==> src/hdl/rotate_pkg.sv <==
// shared rotation, phase and degree types plus tile geometry, imported by the rotation RTL
`default_nettype none

package rotate_pkg;

    // bytes of one RGB pixel, R first
    localparam int BYTES_PER_PIXEL = 3;

    // output buffer is written one word at a time
    localparam int WORD_BYTES = 4;

    // tile edge in pixels, 4 and 16 also work
    localparam int TILE_DIM_DEFAULT = 8;

    // rotation applied to the whole tile
    typedef enum logic [1:0]
    {
        ROT_0     = 2'd0,
        ROT_CW90  = 2'd1,
        ROT_180   = 2'd2,
        ROT_CCW90 = 2'd3
    } rot_mode_t;

    // sequencer state
    typedef enum logic [1:0]
    {
        PH_IDLE  = 2'd0,
        PH_READ  = 2'd1,
        PH_WRITE = 2'd2
    } phase_t;

    // degrees input code, direction picks the sense of 90 and 270
    typedef enum logic [1:0]
    {
        DEG_0   = 2'd0,
        DEG_90  = 2'd1,
        DEG_180 = 2'd2,
        DEG_270 = 2'd3
    } deg_t;

endpackage

`default_nettype wire

==> src/hdl/tile_sequencer.sv <==
// tile phase FSM: counts DMA beats, captures the rotation per tile and drives the write word address
`default_nettype none

module tile_sequencer
#(
    parameter  int TILE_DIM = rotate_pkg::TILE_DIM_DEFAULT,
    localparam int PIXELS   = TILE_DIM * TILE_DIM,
    localparam int WORDS    = PIXELS * rotate_pkg::BYTES_PER_PIXEL / rotate_pkg::WORD_BYTES,
    localparam int WORD_W   = $clog2(WORDS)
)
(
    input  logic                  I_CP_HCLK,
    input  logic                  I_CP_HRESET_N,
    input  logic                  dma_ready,
    input  logic                  direction,
    input  rotate_pkg::deg_t      degrees,
    output logic                  read_active,
    output logic                  write_active,
    output logic                  tile_start,
    output logic                  read_beat,
    output rotate_pkg::rot_mode_t rot_mode,
    output logic [WORD_W-1:0]     word_addr
);

    import rotate_pkg::*;

    // one counter serves both phases, read is the longer one
    localparam int CNT_W = $clog2(PIXELS);
    localparam logic [CNT_W-1:0] READ_LAST  = CNT_W'(PIXELS - 1);
    localparam logic [CNT_W-1:0] WRITE_LAST = CNT_W'(WORDS - 1);

    phase_t           phase_q;
    phase_t           phase_d;
    logic [CNT_W-1:0] beat_cnt_q;
    logic             beat;
    logic             last_beat;
    rot_mode_t        rot_q;
    rot_mode_t        rot_dec;

    // a beat needs an active phase, the idle exit is not one
    assign beat = dma_ready && (phase_q != PH_IDLE);

    assign last_beat = (phase_q == PH_READ) ? (beat_cnt_q == READ_LAST)
                                            : (beat_cnt_q == WRITE_LAST);

    always_comb
    begin
        phase_d = phase_q;
        case (phase_q)
            PH_IDLE:
                if (dma_ready)
                    phase_d = PH_READ;
            PH_READ:
                if (beat && last_beat)
                    phase_d = PH_WRITE;
            PH_WRITE:
                if (beat && last_beat)
                    phase_d = PH_READ;
            default:
                phase_d = PH_IDLE;
        endcase
    end

    always_ff @(posedge I_CP_HCLK)
    begin
        if (!I_CP_HRESET_N)
            phase_q <= PH_IDLE;
        else
            phase_q <= phase_d;
    end

    // restarts at every phase change, so it is also the word index
    always_ff @(posedge I_CP_HCLK)
    begin
        if (!I_CP_HRESET_N)
            beat_cnt_q <= '0;
        else if (beat)
        begin
            if (last_beat)
                beat_cnt_q <= '0;
            else
                beat_cnt_q <= beat_cnt_q + 1'b1;
        end
    end

    // direction high means counter-clockwise
    always_comb
    begin
        case (degrees)
            DEG_90:  rot_dec = direction ? ROT_CCW90 : ROT_CW90;
            DEG_180: rot_dec = ROT_180;
            DEG_270: rot_dec = direction ? ROT_CW90 : ROT_CCW90;
            default: rot_dec = ROT_0;
        endcase
    end

    // entering read from idle or from write starts a tile
    assign tile_start = (phase_q != PH_READ) && (phase_d == PH_READ);

    always_ff @(posedge I_CP_HCLK)
    begin
        if (!I_CP_HRESET_N)
            rot_q <= ROT_0;
        else if (tile_start)
            rot_q <= rot_dec;
    end

    // the new mode is shown on the load edge itself so start values match it
    assign rot_mode = tile_start ? rot_dec : rot_q;

    assign read_active  = (phase_q == PH_READ);
    assign write_active = (phase_q == PH_WRITE);
    assign read_beat    = read_active && dma_ready;
    assign word_addr    = write_active ? beat_cnt_q[WORD_W-1:0] : '0;

endmodule

`default_nettype wire

==> src/hdl/pixel_addr_rotator.sv <==
// read-phase byte addresses: input pixel R byte and its rotated position in the output buffer
`default_nettype none

module pixel_addr_rotator
#(
    parameter  int TILE_DIM = rotate_pkg::TILE_DIM_DEFAULT,
    localparam int ADDR_W   = $clog2(TILE_DIM * TILE_DIM * rotate_pkg::BYTES_PER_PIXEL)
)
(
    input  logic                  I_CP_HCLK,
    input  logic                  I_CP_HRESET_N,
    input  logic                  tile_start,
    input  logic                  read_beat,
    input  rotate_pkg::rot_mode_t rot_mode,
    output logic [ADDR_W-1:0]     src_addr,
    output logic [ADDR_W-1:0]     dst_addr
);

    import rotate_pkg::*;

    localparam int COL_W = $clog2(TILE_DIM);
    localparam logic [COL_W-1:0] COL_LAST = COL_W'(TILE_DIM - 1);

    // one pixel and one full row of pixels, in bytes
    localparam logic [ADDR_W-1:0] PIX_STEP = ADDR_W'(BYTES_PER_PIXEL);
    localparam logic [ADDR_W-1:0] ROW_STEP = ADDR_W'(BYTES_PER_PIXEL * TILE_DIM);

    // destination of input pixel 0 for each rotation
    localparam logic [ADDR_W-1:0] START_180 =
        ADDR_W'(BYTES_PER_PIXEL * (TILE_DIM * TILE_DIM - 1));
    localparam logic [ADDR_W-1:0] START_CW =
        ADDR_W'(BYTES_PER_PIXEL * (TILE_DIM - 1));
    localparam logic [ADDR_W-1:0] START_CCW =
        ADDR_W'(BYTES_PER_PIXEL * TILE_DIM * (TILE_DIM - 1));

    logic [ADDR_W-1:0] src_q;
    logic [ADDR_W-1:0] dst_q;
    logic [ADDR_W-1:0] dst_d;
    logic [ADDR_W-1:0] base_q;
    logic [ADDR_W-1:0] base_d;
    logic [ADDR_W-1:0] start_addr;
    logic [COL_W-1:0]  col_q;
    logic              row_end;

    always_comb
    begin
        case (rot_mode)
            ROT_180:   start_addr = START_180;
            ROT_CW90:  start_addr = START_CW;
            ROT_CCW90: start_addr = START_CCW;
            default:   start_addr = '0;
        endcase
    end

    // last input column of the current row
    assign row_end = (col_q == COL_LAST);

    always_comb
    begin
        dst_d  = dst_q;
        base_d = base_q;
        case (rot_mode)
            ROT_0:
                dst_d = dst_q + PIX_STEP;
            ROT_180:
                dst_d = dst_q - PIX_STEP;
            // input row becomes an output column, walking down it
            ROT_CW90:
                if (row_end)
                begin
                    base_d = base_q - PIX_STEP;
                    dst_d  = base_q - PIX_STEP;
                end
                else
                    dst_d = dst_q + ROW_STEP;
            // same idea walking up, columns move right
            ROT_CCW90:
                if (row_end)
                begin
                    base_d = base_q + PIX_STEP;
                    dst_d  = base_q + PIX_STEP;
                end
                else
                    dst_d = dst_q - ROW_STEP;
            default:
                dst_d = dst_q;
        endcase
    end

    // beyond the last beat the values run on unused until the next tile load
    always_ff @(posedge I_CP_HCLK)
    begin
        if (!I_CP_HRESET_N)
        begin
            src_q  <= '0;
            dst_q  <= '0;
            base_q <= '0;
            col_q  <= '0;
        end
        else if (tile_start)
        begin
            src_q  <= '0;
            dst_q  <= start_addr;
            base_q <= start_addr;
            col_q  <= '0;
        end
        else if (read_beat)
        begin
            src_q  <= src_q + PIX_STEP;
            dst_q  <= dst_d;
            base_q <= base_d;
            col_q  <= row_end ? '0 : col_q + 1'b1;
        end
    end

    assign src_addr = src_q;
    assign dst_addr = dst_q;

endmodule

`default_nettype wire

==> src/hdl/rotate_addr_gen.sv <==
// top level of the tile rotation address generator, the block a DMA-driven buffer system instantiates
`default_nettype none

module rotate_addr_gen
#(
    parameter  int TILE_DIM = rotate_pkg::TILE_DIM_DEFAULT,
    localparam int PIXELS   = TILE_DIM * TILE_DIM,
    localparam int ADDR_W   = $clog2(PIXELS * rotate_pkg::BYTES_PER_PIXEL),
    localparam int WORD_W   =
        $clog2(PIXELS * rotate_pkg::BYTES_PER_PIXEL / rotate_pkg::WORD_BYTES)
)
(
    input  logic              I_CP_HCLK,
    input  logic              I_CP_HRESET_N,
    input  logic              dma_ready,
    input  logic              direction,
    input  rotate_pkg::deg_t  degrees,
    output logic              read_active,
    output logic              write_active,
    output logic [ADDR_W-1:0] src_addr,
    output logic [ADDR_W-1:0] dst_addr,
    output logic [WORD_W-1:0] word_addr
);

    import rotate_pkg::*;

    logic      tile_start;
    logic      read_beat;
    rot_mode_t rot_mode;

    // phases, beat count and mode capture
    tile_sequencer
    #(
        .TILE_DIM      (TILE_DIM)
    )
    u_sequencer
    (
        .I_CP_HCLK     (I_CP_HCLK),
        .I_CP_HRESET_N (I_CP_HRESET_N),
        .dma_ready     (dma_ready),
        .direction     (direction),
        .degrees       (degrees),
        .read_active   (read_active),
        .write_active  (write_active),
        .tile_start    (tile_start),
        .read_beat     (read_beat),
        .rot_mode      (rot_mode),
        .word_addr     (word_addr)
    );

    // per-pixel source and rotated destination
    pixel_addr_rotator
    #(
        .TILE_DIM      (TILE_DIM)
    )
    u_rotator
    (
        .I_CP_HCLK     (I_CP_HCLK),
        .I_CP_HRESET_N (I_CP_HRESET_N),
        .tile_start    (tile_start),
        .read_beat     (read_beat),
        .rot_mode      (rot_mode),
        .src_addr      (src_addr),
        .dst_addr      (dst_addr)
    );

endmodule

`default_nettype wire

==> config.mk <==
export PLATFORM = sky130hd
export DESIGN_NAME = rotate_addr_gen
export DESIGN_NICKNAME = d
export VERILOG_FILES = /design/src/hdl/rotate_pkg.sv /design/src/hdl/tile_sequencer.sv /design/src/hdl/pixel_addr_rotator.sv /design/src/hdl/rotate_addr_gen.sv
export SDC_FILE = /design/constraint.sdc
export NUM_CORES = 1
export LEC_CHECK = 0
export BUFFER_PORTS_ARGS = -buffer_cell sky130_fd_sc_hd__buf_2
export CAP_MARGIN = 20
export CORE_MARGIN = 4
export CORE_UTILIZATION = 30
export DETAILED_ROUTE_END_ITERATION = 8
export PLACE_DENSITY_LB_ADDON = 0.05
export SLEW_MARGIN = 20
export SYNTH_ARGS = -nofsm -noshare
export SYNTH_HDL_FRONTEND = slang
export SYNTH_SLANG_ARGS = --single-unit
==> constraint.sdc <==
create_clock -name I_CP_HCLK -period 7.52 [get_ports I_CP_HCLK]
set_input_delay 1.504 -clock I_CP_HCLK [delete_from_list [all_inputs] [get_ports I_CP_HCLK]]
set_output_delay 1.504 -clock I_CP_HCLK [all_outputs]
set_load 0.1 [all_outputs]
* Yosys cells after proc, flatten, opt, wreduce, memory -nomap -nowiden
Index checks and enable logic that the tools add are counted.
Word-level totals: register bits 37, bits in latches 0, memory bits (writable) 0, bits in read-only memories 0, output and inout bits 24, memories kept 0
Cells by class: $add $sub $neg 9, multipliers 0, div/mod/pow operators 0, magnitude comparators 0, eq/ne operators 15, shift-type cells 0, mux-type cells 23, bitwise gates (word level) 1, reduce and logical (&&, ||, !) cells 11
Operators with widths (count):
- $mux 8 | 8
- $pmux 8 s4 | 1
- $add 8x2->8 const B | 3
- $pmux 8 s3 | 1
- $pmux 8 s2 | 1
- $sub 8x2->8 const B | 2
- $eq 6x6->1 const B | 2
- $mux 2 | 6
- $mux 6 | 2
- $pmux 2 s3 | 2
- $eq 2x2->1 const B | 5
- $add 8x5->8 const B | 1
- $eq 2x1->1 const B | 4
- $sub 8x5->8 const B | 1
- $add 6x1->6 const B | 1
- $ne 3x2->1 const B | 2
- $logic_and 1x1->1 | 4
- $logic_not 2->1 | 2
- $reduce_and 4->1 | 1
- $reduce_bool 2->1 | 2
- $add 3x1->3 const B | 1
- $eq 3x3->1 const B | 1
- $mux 3 | 1
- $reduce_bool 3->1 | 1
- other kinds (4) | 4

* Depth between registers and ports, before layout
word-level depth 12, mapped depth 14, gate-level depth less buffers 14

* Hierarchy
Synthesis repeated with hierarchy kept, for this count alone.
Unflattened totals: cells, all modules 406, area, all modules 3011.6 µm²
By module, submodules not included:
- pixel_addr_rotator | instances 1, cells an instance 329, area each 2402.3 µm²
- tile_sequencer | instances 1, cells an instance 77, area each 609.3 µm²

* Worst setup path before layout
Ideal clock, no wire load.
path kind input -> register, from in dma_ready, to reg u_rotator.dst_q[6] (netlist: u_rotator.dst_addr[6]), setup time 125 ps, arrival 4014 ps, required time 7395 ps, path slack 3381 ps, cell stages on the path 11, buffers on the path 1, path through clkbuf_1 and3_1 mux2i_1 inv_1 ha_1 fa_1 nand2b_1 a21oi_1 o22ai_1 mux2i_1 o41a_1
On the way: word-level cells in the longest chain between the ends 11
Ends and longest elaborated chain:
- start: declaration | line rotate_addr_gen.sv:15 | input logic dma_ready,
- $logic_and 1x1->1 | line tile_sequencer.sv:41 | assign beat = dma_ready && (phase_q != PH_IDLE);
- $logic_and 1x1->1 | line tile_sequencer.sv:54, tile_sequencer.sv:57
- $mux 2 (on tied branches) | line tile_sequencer.sv:57, tile_sequencer.sv:54
- $pmux 2 s3 * | line tile_sequencer.sv:49 | case (phase_q)
- $eq 2x1->1 * | line tile_sequencer.sv:98 | assign tile_start = (phase_q != PH_READ) && (phase_d == PH_READ);
- $logic_and 1x1->1 * | line tile_sequencer.sv:98
- $mux 2 * | line tile_sequencer.sv:109 | assign rot_mode = tile_start ? rot_dec : rot_q;
- net rot_mode[1] | line rotate_addr_gen.sv:29 | rot_mode_t rot_mode;
- $eq 2x2->1, or another cell as far along | line pixel_addr_rotator.sv:62 | case (rot_mode)
- $pmux 8 s4 * | line pixel_addr_rotator.sv:62
- $mux 8 * | line pixel_addr_rotator.sv:107 | else if (read_beat)
- $mux 8 * | line pixel_addr_rotator.sv:100 | else if (tile_start)
- end signal: assignment | line pixel_addr_rotator.sv:103 | dst_q <= start_addr;
- end signal: assignment | line pixel_addr_rotator.sv:110 | dst_q <= dst_d;
- end: declaration | line pixel_addr_rotator.sv:37 | logic [ADDR_W-1:0] dst_q;
Mark *: on every way through the listed nets, which the timed path passes. The rest lies on a longest branch. The select of a mux whose other input is x is not followed. A chain may end at the register's enable or synchronous reset.

* Worst setup path in the final report
from in dma_ready, to reg u_rotator.dst_q[5] (netlist: u_rotator.dst_addr[5])
On the way: word-level cells in the longest chain between the ends 11
Ends and longest elaborated chain (line):
- $logic_and 1x1->1 | tile_sequencer.sv:41
- $logic_and 1x1->1 | tile_sequencer.sv:54, tile_sequencer.sv:57
- $mux 2 (on tied branches) | tile_sequencer.sv:57, tile_sequencer.sv:54
- $pmux 2 s3 | tile_sequencer.sv:49
- $eq 2x1->1 | tile_sequencer.sv:98
- $logic_and 1x1->1 | tile_sequencer.sv:98
- $mux 2 | tile_sequencer.sv:109
- $eq 2x2->1, or another cell as far along | pixel_addr_rotator.sv:47, pixel_addr_rotator.sv:62
- $pmux 8 s4 | pixel_addr_rotator.sv:62
- $mux 8 | pixel_addr_rotator.sv:107
- $mux 8 | pixel_addr_rotator.sv:100
Parallel ways exist; a longest one is shown, timed or not. The select of a mux whose other input is x is not followed.

==> flow_summary.ini <==
[routing]
drt_iter0_markers = 156
postRouteAntennaNets = 0
drc_errors = 0
wirelength_um = 7420
dr.pass1.iters = 4
via_per_inst = 5.22
wl_per_cell_um = 15.6
vias = 2491

[logic_synthesis]
syn_avg_cell_area_um2 = 7.76
yosysSeqAreaShare_pct = 27.1
synth-edff-count = 0
ys.flop_type = dfxtp_1
synth_top_family_by_area = compound AO/OA/AOI/OAI gates
synth_mux_area_share_pct = 2.20
synth_compound_area_share_pct = 24.9
ys_ff_latch = 37
yosys-top-cells-count = 43 x nor2_1, 37 x dfxtp_1, 25 x nand2_1
yosysMostFrequentCell = nor2_1
ys_warn_count = 0
synth_fa_ha_area_share_pct = 8.52
yosys.area_share.simple_pct = 22.9
syn-cell-area_mm2 = 0.00273
synth-xor-area-share_pct = 8.66
synth_top_area_share_pct = 27.1
synth_cell_types = 54
syn_inst = 352
synth.top_cells.by_area = dfxtp_1 27%, ha_1 7.8%, nor2_1 5.9%
yosysTopAreaCell = dfxtp_1
synth_nets = 376
async_flop_share_pct = 0

[worst_hold_path]
holdPathStages = 2
hp-class = register to register

[flow_run]
cap_violations = 0

[critical_path]
critPathMaxFanout = 14
crit_top_cell = ha_1
crit_chain = buf_2 -> nand3_1 -> mux2i_1 -> ha_1 -> inv_1 -> ha_1 -> a211oi_1 -> nor2_1 -> or3_1 -> a21oi_1 -> o31a_1
cp_slowest_cell = ha_1
crit_type = input port to register
r2r_cells = 13
endpoint_kind = register
cp.required_ps = 7760
cp.arrival_ps = 4690
cp_slowest_stage_delay_ps = 500
critPathLaunchType = input port

[floorplanning]
initial_core_util_pct = 31.0
num_rows = 34
die-area_mm2 = 0.0107
fp.dieH_um = 103
die_x_um = 103
ios = 30
core-area_mm2 = 0.00881

[layout]
syn_to_final_growth_pct = 10.6
design_area_mm2 = 0.00302
antennaDiodeCount = 0
finish.utilization_pct = 34.3
final_cells = 477
drive_above_1_share_pct = 11.4
final_nets = 392

[timing]
clock_skew_ps = 7.04
rsz0062_at_grt = no
setup_viol = 0
worst_pin_slew_ps = 827
fmax_mhz = 224
fin_hold_ws_ps = 466
fin_tns_setup_ps = 0
timing.final.hold_violations = 0
fin_crit_ps = 4460
period_share_pct = 59.3
slew_viol_final = 0
max_slew_margin_pct = 44.9

[clock_network]
h-tree-depth = 2
clk_latency_ps = 290
cts.clk_slew.worst_paths_ps = 80
clockRootBuffer = clkbuf_8
cts_buffer_depth = 2
post_cts_resized = 0
cts_made_buffers = 5
cts_tree = done
hold_buffers = 0
post-cts-setup-buffers = 0
numClockSinks = 37

[global_routing]
grt_start_max_net_pins = 23
grt_pass1_vias = 2287
grt_util_all_layers_pct = 14.4
antenna_found_initial = 0
overflow = 0
grt_pass1_wl_um = 12000

[power_and_ir_drop]
ir_drop_uv = 59.8
p_per_area_mw_per_mm2 = 183
leakage_nw = 1.21

[placed_design]
port_buffers = 29
dp_cells = 469
placed_area_mm2 = 0.00292
place.gp.congestion = 0.794
place_hpwl_um = 5560

[run_status]
status = completed
-- kinds of logic (layout without fill, tap and decap cells) --
logic type,count (synthesis),in the layout
AOI/OAI and AO/OA,101,101
xor gates and xnor gates,27,27
adders and majority gates,18,18
buffers and inverters,37,54
DFF,37,37
muxes,6,6
and+or+nand+nor,126,126
-- power by group --
part	internal (mW)	total, mW	switching (mW)
Clock	0.0829	0.155	0.0718
Combinational	0.0579	0.174	0.116
Sequential	0.206	0.226	0.0198
Total	0.347	0.554	0.208
-- registers in the layout, indices dropped and copies added (netlist names) --
| signal | flops |
|---|---|
| u_rotator.base_q | 8 |
| u_rotator.dst_addr | 8 |
| u_sequencer.beat_cnt_q | 6 |
| u_rotator.src_addr | 8 |
| u_sequencer.phase_q | 2 |
| u_rotator.col_q | 3 |
| u_sequencer.rot_q | 2 |
-- placed cells by master (no fill, tap or decap), drive strengths merged, types with 12 or more instances in the layout --
master,count
inv,17
xor2,15
ha,17
dfxtp,37
o21ai,23
buf,29
nand3,12
xnor2,12
a21oi,20
a211oi,12
nand2,25
nor2,43
-- metrics by stage --
step	power (mW)	worst slack, ps
after CTS	0.561	3120
after floorplan	0.366	3380
after detailed placement	0.403	2830
after global placement	0.406	2850
final	0.554	3060
after global routing	0.589	2870
-- final cells by class --
class	instances	area, um2
inverters	17	63.8
clock buffers	7	96.3
repair buffers	29	145
flip-flops and latches	37	741
multi-input cells	278	1830
clock inverters	1	5.00
well taps	108	135
fillers	971	5790
-- layer usage --
layer  GRT usage, %  vias up  wire [um]
met2           21.0       48       3190
met3           2.48       12        257
met1           21.3     1139       3820
met4           4.98        0        150
li1               -     1292          -
met5              0        -          0
-- worst max-delay path, delay by kind of cell --
kind                       cells  cell delay, ps
buffers and inverters          2             310
adders and majority gates      2             800
muxes                          1             410
and+or+nand+nor                3             980
AOI/OAI and AO/OA              3             700
-- worst paths after layout --
check	start	to	slack (ps)
setup / recovery	dma_ready	u_rotator.dst_addr[5]	3060
hold / removal	u_rotator.col_q[2]	u_rotator.col_q[2]	470
setup reg to reg	u_sequencer.beat_cnt_q[0]	u_rotator.dst_addr[5]	3320
hold reg to reg	u_rotator.col_q[2]	u_rotator.col_q[2]	470
Note: power is estimated with default switching activity, not from simulation.
